$ cat src/hw/core_cfg_pkg.sv
package core_cfg_pkg;

    // datapath word
    localparam int XLEN = 32;

    // architectural register file, r0 is hardwired to zero
    localparam int REG_ADDR_W = 5;
    localparam int NUM_REGS = 32;

    typedef logic [XLEN-1:0] word_t;
    typedef logic [REG_ADDR_W-1:0] reg_addr_t;

endpackage
$ cat src/hw/isa_pkg.sv
package isa_pkg;

    import core_cfg_pkg::*;

    typedef enum logic [3:0] {
        op_add,
        op_sub,
        op_and,
        op_or,
        op_xor,
        op_slt,
        op_sltu,
        op_sll,
        op_srl,
        op_sra,
        // lane 0 only
        op_mul,
        // lane 1 only
        op_div,
        op_divu,
        op_mod,
        op_modu
    } opcode_t;

    // shared by both lanes, non-ALU opcodes give zero
    function automatic word_t alu_eval(opcode_t op, word_t a, word_t b);
        logic [$clog2(XLEN)-1:0] shamt;
        shamt = b[$clog2(XLEN)-1:0];
        case (op)
            op_add:  return a + b;
            op_sub:  return a - b;
            op_and:  return a & b;
            op_or:   return a | b;
            op_xor:  return a ^ b;
            op_slt:  return word_t'($signed(a) < $signed(b));
            op_sltu: return word_t'(a < b);
            op_sll:  return a << shamt;
            op_srl:  return a >> shamt;
            op_sra:  return word_t'($signed(a) >>> shamt);
            default: return '0;
        endcase
    endfunction

endpackage

$ cat src/hw/alu_mul_lane.sv
module alu_mul_lane (
    input  logic                    clk,
    input  logic                    rstn,
    input  logic                    start,
    input  isa_pkg::opcode_t        op,
    input  core_cfg_pkg::reg_addr_t rd,
    input  core_cfg_pkg::word_t     a,
    input  core_cfg_pkg::word_t     b,
    output logic                    done,
    output core_cfg_pkg::word_t     result,
    output core_cfg_pkg::reg_addr_t result_rd
);
    import core_cfg_pkg::*;
    import isa_pkg::*;

    word_t lane_res;

    // only the low half of the product is kept
    always_comb begin
        if (op == op_mul) begin
            lane_res = a * b;
        end else begin
            lane_res = alu_eval(op, a, b);
        end
    end

    always_ff @(posedge clk or negedge rstn) begin
        if (!rstn) begin
            done <= 1'b0;
        end else begin
            done <= start;
        end
    end

    always_ff @(posedge clk) begin
        if (start) begin
            result    <= lane_res;
            result_rd <= rd;
        end
    end

endmodule

$ cat config.mk
export PLATFORM = sky130hd
export DESIGN_NAME = alu_mul_lane
export DESIGN_NICKNAME = d
export VERILOG_FILES = /design/src/hw/core_cfg_pkg.sv /design/src/hw/isa_pkg.sv /design/src/hw/alu_mul_lane.sv
export SDC_FILE = /design/constraint.sdc
export NUM_CORES = 2
export LEC_CHECK = 0
export BUFFER_PORTS_ARGS = -buffer_cell sky130_fd_sc_hd__clkbuf_2
export CORE_ASPECT_RATIO = 1.25
export CORE_MARGIN = 1.5
export CORE_UTILIZATION = 30
export CTS_CLUSTER_DIAMETER = 30
export DETAILED_ROUTE_END_ITERATION = 8
export GPL_ROUTABILITY_DRIVEN = 0
export HOLD_SLACK_MARGIN = 0.05
export PLACE_DENSITY_LB_ADDON = 0.05
export SLEW_MARGIN = 20
export SYNTH_ARGS = -nofsm -noshare
export SYNTH_HDL_FRONTEND = slang
export SYNTH_SLANG_ARGS = --single-unit
$ cat constraint.sdc
create_clock -name clk -period 0.8 [get_ports clk]
set_input_delay 0.16 -clock clk [delete_from_list [all_inputs] [get_ports clk]]
set_output_delay 0.16 -clock clk [all_outputs]
set_load 0.05 [all_outputs]
# Word-level counts from Yosys, hierarchy flattened
# Cells that the tools add are included.
# totals
reg_bits	38
in_bits	76
out_inout_bits	38
word_cells	27
# op_classes
add_sub_neg	2
mul	1
magnitude_cmp	2
eq_ne	10
shifts	3
mux	2
bitwise	3
reduce_logical	1
# op_table
op	count
$pmux 32 s10	1
$lt 32x32->1	2
$add 32x32->32	1
$and 32x32->32	1
$mul 32x32->32	1
$mux 32	1
$or 32x32->32	1
$shl 32x5->32	1
$shr 32x5->32	1
$sshr 32x5->32	1
$sub 32x32->32	1
$xor 32x32->32	1
$eq 4x3->1 const B	4
$eq 4x4->1 const B	3
$eq 4x2->1 const B	2
$eq 4x1->1 const B	1
$logic_not 4->1	1

# Depth between registers and ports, before layout
# depth
word_depth	3
depth_mapped	28
ltp_nobuf	26

# Worst setup path before layout
# OpenSTA, ideal clock, no wires.
# synth_path
path_type	input to register
start	input b[2]
end	register result[31], data pin
setup_ps	283
arrival_ps	7586
required_ps	517
path_slack_ps	-7069
path_stages	28
path_buffers	4
path_cell_list	inv_1 -> buf_2 -> buf_1 -> clkbuf_1 -> buf_1 -> nor2_1 -> fa_1 -> inv_1 -> fa_1 -> fa_1 -> fa_1 -> inv_1 -> fa_1 -> inv_1 -> fa_1 -> inv_1 -> fa_1 -> fa_1 -> ha_1 -> a21o_1 -> a21o_1 -> a21oi_1 -> o21ai_0 -> or3_1 -> o21a_1 -> a41oi_2 -> xnor2_1 -> o221ai_1
# synth_between
elab_chain_len	3
elab_cells_between_ends	8
cone_classes	add/sub (2); mul (1); shift (3); mux (2)
# synth_lines
element	line_no	text
start, declared	alu_mul_lane.sv:8	input core_cfg_pkg::word_t b,
parallel branches: the longest is 2 deep, another holds $mul 32x32->32	-	
$mux 32 (*)	alu_mul_lane.sv:20	if (op == op_mul) begin
via lane_res[31]	alu_mul_lane.sv:16	word_t lane_res;
end signal, assigned	alu_mul_lane.sv:37	result <= lane_res;
end, declared	alu_mul_lane.sv:10	output core_cfg_pkg::word_t result,
# Mark *: on every way through the listed nets, which the timed path passes.
# A chain may end at the register's enable or synchronous reset.

# Final worst setup path
# layout_path
start	input b[4]
end	register result[31], data pin
# The elaborated chain is that of the path after synthesis.

==> results.sh <==
export IMPL_fmax_ghz=0.1492
export IMPL_wl_microns=136400
export IMPL_synthesis_area_sq_um=24440
export IMPL_ys_warn_count=0
export IMPL_slowest_delay_ns=0.59
export IMPL_synth_seq_area_share_pct=4.648
export IMPL_antenna_found_initial=3
export IMPL_worst_path_most_repeated_cell="fa_1"
export IMPL_synth_area_top_cells="fa_1 34%, ha_1 11%, nor2_1 7.0%"
export IMPL_violations="setup timing"
export IMPL_layout_common_cells="677 x buf_4, 396 x inv_1, 388 x nor2_1, 347 x fa_1, 272 x nand2_1"
export IMPL_io_pins=114
export IMPL_rsz0062_at_grt="true"
export IMPL_yosysTopAreaCell="fa_1"
export IMPL_io_buffers=113
export IMPL_min_period_over_period_pct=837.9
export IMPL_numCtsBuffers=5
export IMPL_hpwl_microns=114300
export IMPL_ir_worst_vdd_mv=4.982
export IMPL_cp_num_buf_inv=7
export IMPL_viasPerCell=5.409
export IMPL_core_sq_um=80410
export IMPL_maxSlewHeadroom_pct=18.62
export IMPL_synth_avg_cell_area_sq_um=8.365
export IMPL_place_area_sq_um=31940
export IMPL_tightestPinTransition_ns=1.214
export IMPL_clkTransAtPathRegs_ns=0.08
export IMPL_area_delta_synth_final_pct=47.12
export IMPL_critPathRequiredTime_ns=0.84
export IMPL_grt_ovfl_total=0
export IMPL_end_kind="flop"
export IMPL_crit_arrival_ns=6.74
export IMPL_drt_iter0_markers=2423
export IMPL_drive_above_1_share_pct=38.24
export IMPL_die_h_microns=322.1
export IMPL_htreeDepth=2
export IMPL_maxCapViolations=0
export IMPL_cp_max_fo=8
export IMPL_fin_setup_tns_ns=-162.54
export IMPL_drcViolationCount=0
export IMPL_syn_inst=2922
export IMPL_dieArea_sq_um=83210
export IMPL_fin_ws_ns=-5.903
export IMPL_hp_class="input pin to flop"
export IMPL_clock_sinks=38
export IMPL_dp_cells=4662
export IMPL_rows=116
export IMPL_ys_flop_type="edfxtp_1"
export IMPL_fp_dieW_microns=258.3
export IMPL_period_minus_slack_ns=6.703
export IMPL_cp_start_kind="input pin"
export IMPL_grt_pass1_vias=26830
export IMPL_routedWlPerCell_microns=28.77
export IMPL_ant_nets=0
export IMPL_hold_viol=0
export IMPL_cpMaxStageDelayCell="fa_2"
export IMPL_synth_top_area_share_pct=33.58
export IMPL_syn_nets=3628
export IMPL_finalMaxSlewViolations=0
export IMPL_grt_usage_pct=32.55
export IMPL_ys_types=93
export IMPL_path_class="input pin to flop"
export IMPL_layout_commonest_cell="buf_4"
export IMPL_setup_viol=70
export IMPL_fin_area_sq_um=35960
export IMPL_nets=4384
export IMPL_instances_no_fill=4742
export IMPL_drt_pre_antenna_iters=6
export IMPL_grt_max_degree=69
export IMPL_num_vias=25650
export IMPL_grt_pass1_wl_microns=193100
export IMPL_initial_utilization_pct=30.40
export IMPL_power_leakage_nw=16.67
export IMPL_async_flop_share_pct=2.632
export IMPL_powerDensity_nw_per_um2=4831
export IMPL_status="finished, violations left"
export IMPL_path_cells="clkbuf_2, inv_2, buf_8, buf_4, nor2_1, fa_1, inv_1, fa_1, fa_2, fa_1, inv_1, fa_1, fa_2, fa_2, fa_1, ha_2, a211o_1, or3_4, o21a_1, buf_4, a41oi_2, xnor2_1, o221ai_1"
export IMPL_ys_ff_latch=38
export IMPL_critPathTopFamily="adder cells"
export IMPL_synth_enable_flop_cells=37
export IMPL_cts_tree="yes"
export IMPL_clockRootBuffer="clkbuf_16"
export IMPL_cts_buffer_depth=2
## worst paths after layout
kind / cells after the start / slack [ns] / start / endpoint
setup / recovery: 23 / -5.90 / b[4] / result[31]
hold / removal: 1 / 0.15 / start / result[0]
max in group asynchronous: 2 / 0.54 / rstn / done
min in group asynchronous: 2 / 0.17 / rstn / done
## report_power, final
part / switching (W) / internal, W / total [W] / leakage [nW]
Sequential: 0.000266 / 0.00275 / 0.00301 / 0.370
Clock: 0.00103 / 0.00180 / 0.00283 / 0.0940
Combinational: 0.0859 / 0.0820 / 0.168 / 16.2
Total: 0.0872 / 0.0865 / 0.174 / 16.7
## Yosys cell counts, types with 9 or more instances
cell and number:
and3_1 9, nand2_1 280, o21ai_0 99, o221ai_1 9, mux2i_1 45, xor2_1 27, o31ai_1 18, buf_4 9
a22oi_1 30, xnor2_1 76, inv_1 451, clkbuf_1 119, nor2b_1 15, nor3_1 32, ha_1 220, nor2_1 458
o211ai_1 26, a21o_1 24, o22ai_1 10, fa_1 410, clkinv_1 13, a211oi_1 22, nand3_1 23, buf_1 28
edfxtp_1 37, nand2b_1 22, mux4_2 57, o21bai_1 15, a21oi_1 131, a31oi_1 15, buf_2 22, or3_1 15
## per-layer routing
metal	global-route usage [%]	vias up	part of all wire, %
met5	0	-	0
met4	20.10	0	7.6
met3	2.970	349	5.6
met2	54.40	1207	47
met1	40.62	13080	40
li1	-	11020	-
## state kept, by name (all words and copies together) (netlist names)
signal     count
result        32
result_rd      5
done           1
## cells by family after synthesis
family	count (synthesis)	synth area share (%)
mux	107	7.325
xor+xnor	103	3.691
fa+ha+maj	630	44.84
buf+inv	652	10.36
compound gates	497	13.80
simple gates	895	15.34
flops	38	4.648
## area by class of cell
cell class                      instances  area, sq um
Clock inverter                          3        68.82
Sequential cell                        38         1136
Fill cell                            7969        44450
Tap cell                             1062         1329
Timing Repair Buffer                  931         8533
Clock buffer                            5        125.1
Antenna cell                            1        2.502
Multi-Input combinational cell       2232        22870
Inverter                              470         1896
## what timing repair did
| action | 4_1_cts | 5_1_grt |
|---|---|---|
| gates resized for setup | 481 | 265 |
| gates cloned | 2 | 6 |
| buffers inserted | 41 | 28 |
| endpoints found under the setup margin | 70 | 70 |
| hold buffers | 6 | 0 |
| pin swaps | 157 | 160 |
| hold endpoints to repair | 6 | 0 |
## stage by stage
step	hold WS, ns	worst slack (ns)	util [%]	total power (W)
after CTS	0.1398	-5.922	43.15	0.1594
after floorplan	-0.1356	-6.061	-	0.08857
after global placement	-0.06219	-6.464	39.71	0.1306
after detailed placement	-0.05545	-6.515	39.72	0.1314
final	0.1464	-5.903	44.72	0.1737
after global routing	0.1449	-6.051	44.72	0.1806
Power figures use the tool's default switching activity.
