$ cat config.mk
export PLATFORM = sky130hd
export DESIGN_NAME = alu_div_lane
export DESIGN_NICKNAME = d
export VERILOG_FILES = /design/src/hw/core_cfg_pkg.sv /design/src/hw/isa_pkg.sv /design/src/hw/alu_div_lane.sv
export SDC_FILE = /design/constraint.sdc
export NUM_CORES = 1
export LEC_CHECK = 0
export BUFFER_PORTS_ARGS = -buffer_cell sky130_fd_sc_hd__buf_2
export CAP_MARGIN = 20
export CORE_ASPECT_RATIO = 0.7
export CORE_MARGIN = 2
export CORE_UTILIZATION = 30
export DETAILED_ROUTE_END_ITERATION = 8
export HOLD_SLACK_MARGIN = 0.08
export PLACE_DENSITY = 0.52
export SKIP_CTS_REPAIR_TIMING = 1
export SYNTH_ARGS = -nofsm -noshare
export SYNTH_HDL_FRONTEND = slang
export SYNTH_SLANG_ARGS = --single-unit
$ cat constraint.sdc
create_clock -name clk -period 6.9 [get_ports clk]
set_input_delay 0.345 -clock clk [delete_from_list [all_inputs] [get_ports clk]]
set_output_delay 0.345 -clock clk [all_outputs]
set_load 0.05 [all_outputs]
$ cat src/hw/core_cfg_pkg.sv
package core_cfg_pkg;

    // datapath word
    localparam int XLEN = 32;

    // architectural register file, r0 is hardwired to zero
    localparam int REG_ADDR_W = 5;
    localparam int NUM_REGS = 32;

    typedef logic [XLEN-1:0] word_t;
    typedef logic [REG_ADDR_W-1:0] reg_addr_t;

endpackage
$ cat src/hw/isa_pkg.sv
package isa_pkg;

    import core_cfg_pkg::*;

    typedef enum logic [3:0] {
        op_add,
        op_sub,
        op_and,
        op_or,
        op_xor,
        op_slt,
        op_sltu,
        op_sll,
        op_srl,
        op_sra,
        // lane 0 only
        op_mul,
        // lane 1 only
        op_div,
        op_divu,
        op_mod,
        op_modu
    } opcode_t;

    // shared by both lanes, non-ALU opcodes give zero
    function automatic word_t alu_eval(opcode_t op, word_t a, word_t b);
        logic [$clog2(XLEN)-1:0] shamt;
        shamt = b[$clog2(XLEN)-1:0];
        case (op)
            op_add:  return a + b;
            op_sub:  return a - b;
            op_and:  return a & b;
            op_or:   return a | b;
            op_xor:  return a ^ b;
            op_slt:  return word_t'($signed(a) < $signed(b));
            op_sltu: return word_t'(a < b);
            op_sll:  return a << shamt;
            op_srl:  return a >> shamt;
            op_sra:  return word_t'($signed(a) >>> shamt);
            default: return '0;
        endcase
    endfunction

endpackage

$ cat src/hw/alu_div_lane.sv
module alu_div_lane #(
    parameter int DIV_STEPS = 1
) (
    input  logic                    clk,
    input  logic                    rstn,
    input  logic                    start,
    input  isa_pkg::opcode_t        op,
    input  core_cfg_pkg::reg_addr_t rd,
    input  core_cfg_pkg::word_t     a,
    input  core_cfg_pkg::word_t     b,
    output logic                    done,
    output core_cfg_pkg::word_t     result,
    output core_cfg_pkg::reg_addr_t result_rd
);
    import core_cfg_pkg::*;
    import isa_pkg::*;

    localparam int NUM_ITER = XLEN / DIV_STEPS;
    localparam int CNT_W = $clog2(NUM_ITER + 1);

    typedef enum logic [1:0] {
        div_idle,
        div_busy,
        div_done
    } div_state_t;

    div_state_t state;
    logic [CNT_W-1:0] iter_cnt;
    logic is_div_op;
    logic is_signed_op;
    word_t mag_a;
    word_t mag_b;
    word_t quo_q;
    word_t rem_q;
    word_t dsr_q;
    word_t dvd_q;
    logic neg_quo_q;
    logic neg_rem_q;
    logic want_rem_q;
    logic by_zero_q;
    word_t quo_nx;
    word_t rem_nx;
    word_t div_res;

    assign is_div_op = op inside {op_div, op_divu, op_mod, op_modu};
    assign is_signed_op = (op == op_div) || (op == op_mod);
    assign mag_a = (is_signed_op && a[XLEN-1]) ? -a : a;
    assign mag_b = (is_signed_op && b[XLEN-1]) ? -b : b;

    // DIV_STEPS restoring steps per cycle
    always_comb begin
        logic [XLEN:0] shifted;
        quo_nx = quo_q;
        rem_nx = rem_q;
        for (int i = 0; i < DIV_STEPS; i++) begin
            shifted = {rem_nx, quo_nx[XLEN-1]};
            quo_nx = {quo_nx[XLEN-2:0], 1'b0};
            if (shifted >= {1'b0, dsr_q}) begin
                shifted = shifted - {1'b0, dsr_q};
                quo_nx[0] = 1'b1;
            end
            rem_nx = shifted[XLEN-1:0];
        end
    end

    // most negative / -1 needs no special case, the magnitude path gives it
    always_comb begin
        if (by_zero_q) begin
            div_res = want_rem_q ? dvd_q : '1;
        end else if (want_rem_q) begin
            div_res = neg_rem_q ? -rem_nx : rem_nx;
        end else begin
            div_res = neg_quo_q ? -quo_nx : quo_nx;
        end
    end

    always_ff @(posedge clk or negedge rstn) begin
        if (!rstn) begin
            state    <= div_idle;
            iter_cnt <= '0;
        end else begin
            case (state)
                div_idle: begin
                    if (start) begin
                        state    <= is_div_op ? div_busy : div_done;
                        iter_cnt <= CNT_W'(NUM_ITER);
                    end
                end
                div_busy: begin
                    iter_cnt <= iter_cnt - 1'b1;
                    if (iter_cnt == CNT_W'(1)) begin
                        state <= div_done;
                    end
                end
                default: state <= div_idle;
            endcase
        end
    end

    always_ff @(posedge clk) begin
        if (state == div_idle && start) begin
            result     <= alu_eval(op, a, b);
            result_rd  <= rd;
            quo_q      <= mag_a;
            rem_q      <= '0;
            dsr_q      <= mag_b;
            dvd_q      <= a;
            neg_quo_q  <= is_signed_op && (a[XLEN-1] ^ b[XLEN-1]);
            neg_rem_q  <= is_signed_op && a[XLEN-1];
            want_rem_q <= (op == op_mod) || (op == op_modu);
            by_zero_q  <= (b == '0);
        end else if (state == div_busy) begin
            quo_q <= quo_nx;
            rem_q <= rem_nx;
            // last pass, fold in signs
            if (iter_cnt == CNT_W'(1)) begin
                result <= div_res;
            end
        end
    end

    assign done = (state == div_done);

endmodule

=== Word-level counts from Yosys, hierarchy flattened ===
Cells that the tools add are included.
W data, S select, Z words.

* Bits in registers: 177
* Input port bits: 76
* Output and inout port bits: 38
* Word-level logic and storage cells: 85

* Add/sub/neg operators: 8
* $lt $le $gt $ge: 3
* Equality and inequality tests: 18
* Shifts and indexed selects: 3
* Mux-type cells: 21
* Bitwise operators: 4
* Reduce and logical (&&, ||, !) cells: 16

{| class="wikitable"
|+ Operators by type and width
! operator !! count
|-
| $mux W32 || 13
|-
| $pmux W32 S10 || 1
|-
| $neg A32 Y32 || 4
|-
| $lt A32 B32 Y1 || 2
|-
| $sub A32 B32 Y32 || 2
|-
| $ge A33 B32 Y1 || 1
|-
| $add A32 B32 Y32 || 1
|-
| $and A32 B32 Y32 || 1
|-
| $logic_not A32 Y1 || 1
|-
| $or A32 B32 Y32 || 1
|-
| $shl A32 B5 Y32 || 1
|-
| $shr A32 B5 Y32 || 1
|-
| $sshr A32 B5 Y32 || 1
|-
| $xor A32 B32 Y32 || 1
|-
| $eq A4 B4 Y1 const B || 6
|-
| $eq A4 B3 Y1 const B || 4
|-
| $pmux W6 S2 || 1
|-
| $eq A4 B2 Y1 const B || 2
|-
| $eq A6 B1 Y1 const B || 1
|-
| $mux W2 || 3
|-
| $mux W6 || 1
|-
| $reduce_and A2 Y1 || 3
|-
| $reduce_bool A2 Y1 || 3
|-
| $sub A6 B1 Y6 const B || 1
|-
| other kinds (12) || 17
|}

=== Logic depth before layout (Yosys ltp) ===
Gate-level depths: netlist of run 1.

* Depth in word-level cells: 9
* Mapped depth: 23
* Gate-level depth less buffers: 20

=== Least setup slack after synthesis of run 1 ===
No wires, ideal clock.

* Kind: reg-to-reg
* Start: register dsr_q[1]
* End: register result[30], data pin
* Data arrival time: 4,967 ps
* Setup slack: 1,775 ps
* Cell stages (with the launch flop): 22
* Buffers on the path: 2
* Period minus slack after synthesis: 5,125 ps
* Cells stage by stage: edfxtp_1 -> inv_1 -> ha_1 -> nor2b_1 -> o31ai_1 -> a21oi_1 -> o21ai_0 -> a21o_1 -> nand2_1 -> inv_2 -> buf_1 -> ha_1 -> nand3b_1 -> or2_1 -> or4_4 -> or4_4 -> buf_6 -> o31ai_4 -> xnor2_1 -> o22ai_2 -> or3_1 -> o211ai_1

* Word-level cells in the longest chain between the ends: 9
* Elaborated cells between the ends (all ways): 13
* Classes of those cells: 3 x add/sub; 1 x order compare; 9 x mux

{| class="wikitable"
|+ RTL lines
! element !! line !! text
|-
| start: declaration || alu_div_lane.sv:35 || <nowiki>word_t dsr_q;</nowiki>
|-
| start signal: assignment || alu_div_lane.sv:106 || <nowiki>dsr_q <= mag_b;</nowiki>
|-
| $sub A32 B32 Y32 or $ge A33 B32 Y1 (tied branches) || alu_div_lane.sv:59, alu_div_lane.sv:58 ||
|-
| $mux W32 or $mux W1 (tied branches) || alu_div_lane.sv:58 || <nowiki>if (shifted >= {1'b0, dsr_q}) begin</nowiki>
|-
| $neg A32 Y32, on equally long branches || alu_div_lane.sv:71, alu_div_lane.sv:73 ||
|-
| $mux W32, on equally long branches || alu_div_lane.sv:71, alu_div_lane.sv:73 ||
|-
| $mux W32 (*) || alu_div_lane.sv:70 || <nowiki>end else if (want_rem_q) begin</nowiki>
|-
| $mux W32 (*) || alu_div_lane.sv:68 || <nowiki>if (by_zero_q) begin</nowiki>
|-
| $mux W32 (*) || alu_div_lane.sv:116 || <nowiki>if (iter_cnt == CNT_W'(1)) begin</nowiki>
|-
| $mux W32 (*) || alu_div_lane.sv:112 || <nowiki>end else if (state == div_busy) begin</nowiki>
|-
| $mux W32 (*) || alu_div_lane.sv:101 || <nowiki>if (state == div_idle && start) begin</nowiki>
|-
| end signal: assignment || alu_div_lane.sv:102 || <nowiki>result <= alu_eval(op, a, b);</nowiki>
|-
| end signal: assignment || alu_div_lane.sv:117 || <nowiki>result <= div_res;</nowiki>
|-
| end: declaration || alu_div_lane.sv:12 || <nowiki>output core_cfg_pkg::word_t result,</nowiki>
|}

Every way passes the cells marked *; elsewhere a longest branch is shown, timed or not. The select of a mux whose other input is x is not followed.
A chain may end at the register's enable or synchronous reset.

=== Final worst setup path of run 1 ===
* Start: register rem_q[0]
* End: register result[26], data pin

* Word-level cells in the longest chain between the ends: 9
* Elaborated cells between the ends (all ways): 13
* Classes of those cells: 3 x add/sub; 1 x order compare; 9 x mux

{| class="wikitable"
|+ RTL lines
! element !! line !! text
|-
| start: declaration || alu_div_lane.sv:34 || <nowiki>word_t rem_q;</nowiki>
|-
| start signal: assignment || alu_div_lane.sv:114 || <nowiki>rem_q <= rem_nx;</nowiki>
|-
| $sub A32 B32 Y32 or $ge A33 B32 Y1 (tied branches) || alu_div_lane.sv:59, alu_div_lane.sv:58 ||
|-
| $mux W32 or $mux W1 (tied branches) || alu_div_lane.sv:58 ||
|-
| $neg A32 Y32, on equally long branches || alu_div_lane.sv:71, alu_div_lane.sv:73 ||
|-
| $mux W32, on equally long branches || alu_div_lane.sv:71, alu_div_lane.sv:73 ||
|-
| $mux W32 (*) || alu_div_lane.sv:70 ||
|-
| $mux W32 (*) || alu_div_lane.sv:68 ||
|-
| $mux W32 (*) || alu_div_lane.sv:116 ||
|-
| $mux W32 (*) || alu_div_lane.sv:112 ||
|-
| $mux W32 (*) || alu_div_lane.sv:101 ||
|}

Marks and branches as above.

==> results of run 1 <==
[metrics by stage]
stage | instances | power [mW] | hold WS, ns | setup WS [ns] | utilization
after global routing | 3479 | 8.718 | 0.2744 | 0.7484 | 0.3324
after global placement | 3437 | 7.081 | 0.1956 | 0.5920 | 0.3219
after floorplan | 2573 | 5.479 | 0.04941 | 1.775 | -
after detailed placement | 3439 | 7.092 | 0.2008 | 1.248 | 0.3222
final | 3479 | 8.272 | 0.2905 | 1.119 | 0.3324
after CTS | 3471 | 8.121 | -0.2951 | 1.203 | 0.3309
[sequential cells by signal, summed over array words and instances (netlist names)]
name,count
dsr_q,32
dvd_q,32
quo_q,32
rem_q,32
result,32
iter_cnt,6
result_rd,5
state,2
by_zero_q,1
neg_quo_q,1
neg_rem_q,1
want_rem_q,1
[cell families (layout without fill, tap and decap cells)]
group                      count (synthesis)  in the layout  share of synthesized area
buffers and inverters                    341            345                    0.06379
AOI/OAI and AO/OA                        883            883                     0.2848
DFF                                      177            177                     0.2406
xor gates and xnor gates                 137            137                    0.05827
and+or+nand+nor                          776            776                     0.1752
adders and majority gates                138            138                    0.08494
muxes                                    121            121                    0.09235
[layer usage]
| layer | wire length, um | part of all wire |
|---|---|---|
| met2 | 38850 | 0.38 |
| met1 | 45840 | 0.45 |
| met5 | 21 | 0.00021 |
| met3 | 13620 | 0.13 |
| met4 | 2642 | 0.026 |
[area by class of cell]
class / instances / area (um2)
fill: 7344 / 45440
multi-input combinational: 2055 / 14370
sequential: 177 / 4955
tap: 902 / 1129
timing repair buffer: 168 / 1023
inverter: 145 / 546.8
clock buffer: 17 / 425.4
clock inverter: 15 / 168.9
[power by group]
| part | internal, mW | leakage [nW] | total, mW | switching, mW |
|---|---|---|---|---|
| registers | 1.65 | 1.67 | 1.99 | 0.344 |
| logic | 1.74 | 6.65 | 5.28 | 3.54 |
| clock network | 0.487 | 0.287 | 1.00 | 0.517 |
[placed cells by master, fill, tap and decap left out, types with 26 or more instances in the layout]
cell / instances
nor2_1: 261
nand2_1: 222
o21ai_0: 211
a21oi_1: 186
inv_1: 141
edfxtp_1: 137
ha_1: 135
xnor2_1: 112
buf_2: 112
nor3_1: 55
mux2i_1: 55
mux4_2: 54
nand3_1: 48
buf_4: 47
a211oi_1: 46
a31oi_1: 44
o22ai_1: 42
o31ai_1: 36
a21o_1: 34
dfxtp_1: 32
o211ai_1: 30
nor4_1: 28
or3_1: 26
[critical path: cells and delay by family (launching register included)]
family          cells  cell delay (ns)
simple gates        6             1.84
xor+xnor            1             0.15
flops               1             0.46
buf+inv             2             0.33
fa+ha+maj           2             0.46
compound gates      8             2.33
[final timing paths]
path                                   from          end  slack [ns]
worst max register to register     rem_q[0]   result[26]        1.12
max in group asynchronous              rstn  iter_cnt[0]        6.43
min in group clk                      b[30]    by_zero_q        0.29
worst max-delay path               rem_q[0]   result[26]        1.12
worst min register to register  iter_cnt[4]  iter_cnt[4]        0.50
worst min-delay path                   rstn     state[1]        0.29
==> metrics.yaml, run 1 <==
outcome: "finished, final reports clean"
ys_ff_latch: 177
max_cap_violations: 0
area_delta_synth_final_pct: 9.849
viasPerCell: 6.353
fmax_mhz: 173.0
ys_top_cells_by_count: "nor2_1, nand2_1, o21ai_0"
synth_enable_flop_cells: 137
tightestPinTransition_ns: 1.109
synthesis.area_mm2: 0.02059
leakage_nw: 8.602
vias: 22100
die_h_um: 223.2
syn_inst: 2573
dr.pass1.iters: 6
power_density_mw_per_mm2: 365.7
antennaDiodeCount: 0
crit_arrival_ns: 6.06
start_util: 0.3026
io_pins: 114
yosysTopAreaCell: "edfxtp_1"
die_width_um: 317.2
clk_pin_slew_ns: 0.09
synthTopCellsByArea: "edfxtp_1, ha_1, mux4_2"
grt_max_degree: 68
cp_max_fo: 15
end_kind: "flop"
vdd_drop_max_mv: 0.1859
port_buffers: 113
groute.usage.overall: 0.2786
final_hold_viol_count: 0
synthFlopType: "edfxtp_1"
avgSynthCellArea_um2: 8.004
synth_most_common_cell: "nor2_1"
fin_setup_tns_ns: 0
ys_types: 94
critical_path_class: "flop to flop"
grt.met3_usage: 0.09137
hp-class: "input port to asynchronous set/reset pin"
fin_skew_ns: 0.02220
antenna_left: 0
cts_max_level: 4
drc: 0
slew_headroom: 0.2528
root_buffer: "clkbuf_16"
cts_buffers: 17
grt_pass1_wl_um: 144500
grt_overflow: 0
required_ns: 7.18
drv_slew: 0
synthArstFlopShare: 0.04520
wire_per_inst_um: 29.02
cts_tree: "done"
finalSetupViolCount: 0
grt_use_met2: 0.3663
slowest_stage: "or4_4"
fin_nets: 2778
hpwl_um: 76320
antenna_found_initial: 12
grt-busiest-layer: "met1"
core_area_mm2: 0.06807
rsz0062_at_grt: "false"
yosysWarnings: 0
die_area_mm2: 0.07079
fin_crit_sh: 0.8378
synth.top_cell.area_share: 0.1998
place_area_mm2: 0.02193
drt_iter0_drc: 3142
place_congestion: 1.020
clockBufferDepth: 2
path_cells: "ha_1, nor2b_1, o31ai_1, a21oi_1, o21ai_0, a21o_1, buf_4, nand2_2, inv_2, ha_1, nand3b_1, or2_1, or4_4, or4_4, o31ai_1, xnor2_1, o22ai_1, a311o_1, o21ai_0"
final.min_clock_period_ns: 5.781
cts_sinks: 177
max_stage_delay_ns: 0.57
routed_wl_um: 101000
design_area_mm2: 0.02262
reg2reg_depth: 19
rows: 80
grtUsageMet1: 0.4252
grt_pass1_vias: 20040
drive_gt1_frac: 0.1203
synthesis.nets: 2787
cp-start-kind: "flop"
clock_latency_ns: 0.46
seq_area_frac_synth: 0.2406
Note: power is estimated with default switching activity, not from simulation.
==> run 2, diff against run 1 <==
PLACE_DENSITY = 0.54   (was 0.52)
clock period = 5.1 ns   (was 6.9 ns; I/O delays follow)
==> metrics.yaml, run 2 (synthesized netlist as in run 1, its figures left out) <==
antenna_found_initial: 12
design_area_mm2: 0.02319
fin_nets: 2850
required_ns: 5.40
cts_sinks: 177
outcome: "finished, final reports clean"
fin_skew_ns: 0.02525
vias: 22310
io_pins: 114
end_kind: "flop"
cts_max_level: 4
critical_path_class: "flop to flop"
cts_tree: "done"
grt_pass1_vias: 20600
grt_overflow: 0
fin_setup_tns_ns: 0
fillers: 7202
grtUsageMet1: 0.4225
final.min_clock_period_ns: 4.889
hpwl_um: 79730
rsz0062_at_grt: "false"
leakage_nw: 8.945
finalSetupViolCount: 0
routed_wl_um: 102200
drive_gt1_frac: 0.1465
layout_commonest_cell: "nor2_1"
area_delta_synth_final_pct: 12.61
max_cap_violations: 0
groute.usage.overall: 0.2829
final_hold_viol_count: 0
vdd_drop_max_mv: 0.2818
cp_max_fo: 7
grt-busiest-layer: "met1"
fmax_mhz: 204.5
slew_headroom: 0.2814
hp-class: "input port to flop"
rows: 80
clock_latency_ns: 0.48
grt_pass1_wl_um: 147300
dr.pass1.iters: 6
fin_crit_sh: 0.9586
die_area_mm2: 0.07079
clockBufferDepth: 2
root_buffer: "clkbuf_16"
place_area_mm2: 0.02250
power_density_mw_per_mm2: 493.8
grt_max_degree: 89
grt.met3_usage: 0.09007
drc: 0
antenna_left: 0
die_width_um: 317.2
path_cells: "inv_1, ha_1, a21o_1, a211oi_2, o21ai_0, a31oi_1, o221a_2, nand2_2, inv_2, ha_1, nand3b_1, or2_1, or4_4, or4_4, o31ai_4, xnor2_1, o22ai_2, or3_1, o211ai_1"
fin_hold_ws_ns: 0.1518
crit_arrival_ns: 5.19
port_buffers: 113
die_h_um: 223.2
tightestPinTransition_ns: 1.070
path_buf_inv: 2
viasPerCell: 6.280
start_util: 0.3026
final_cell_mix: "nor2_1, nand2_1, o21ai_0"
drt_iter0_drc: 3252
cp-start-kind: "flop"
slowest_stage: "or4_4"
core_area_mm2: 0.06807
grt_use_met2: 0.3839
wire_per_inst_um: 28.77
max_stage_delay_ns: 0.57
clk_pin_slew_ns: 0.07
cts_buffers: 17
crit_family: "simple AND/OR/NAND/NOR gates"
drv_slew: 0
place_congestion: 1.027
## run 2: layout make-up
| class | count | area, um2 | share of cell area |
|---|---|---|---|
| antenna | 1 | 2.502 | 0.0001079 |
| clock inverter | 15 | 168.9 | 0.007284 |
| sequential | 177 | 4955 | 0.2136 |
| timing repair buffer | 240 | 1560 | 0.06728 |
| tap | 902 | 1129 | 0.04866 |
| multi-input combinational | 2055 | 14400 | 0.6211 |
| clock buffer | 17 | 425.4 | 0.01834 |
| inverter | 145 | 546.8 | 0.02358 |
## run 2: metal layers
metal / vias to the layer above / share of wire
li1: 9773 / -
met1: 10980 / 0.45
met2: 1425 / 0.40
met3: 131 / 0.13
met4: 0 / 0.028
met5: - / 0
## run 2: through the flow
step           cells  total power [mW]    util  setup WS, ns
2_1_floorplan   2573             7.413       -       0.07990
3_3_place_gp    3511             9.785  0.3305        0.2057
3_5_place_dp    3512             9.818  0.3305        0.1719
4_1_cts         3544             11.23  0.3393        0.1483
5_1_grt         3552             12.09  0.3407       0.01647
6_report        3552             11.45  0.3407        0.2111
## run 2: final timing paths
check	end	cells after the start	from	slack, ns
max	result[30]	19	dsr_q[30]	0.21
min	dvd_q[0]	1	a[0]	0.15
max reg2reg	result[30]	19	dsr_q[30]	0.21
min reg2reg	iter_cnt[5]	1	iter_cnt[5]	0.50
max in group asynchronous	iter_cnt[2]	2	rstn	4.71
min in group asynchronous	iter_cnt[0]	2	rstn	0.20
## run 2: power breakdown
part           internal, mW  switching (mW)
clock                 0.698           0.682
sequential             2.22           0.459
combinational          2.53            4.86
total                  5.45            6.00
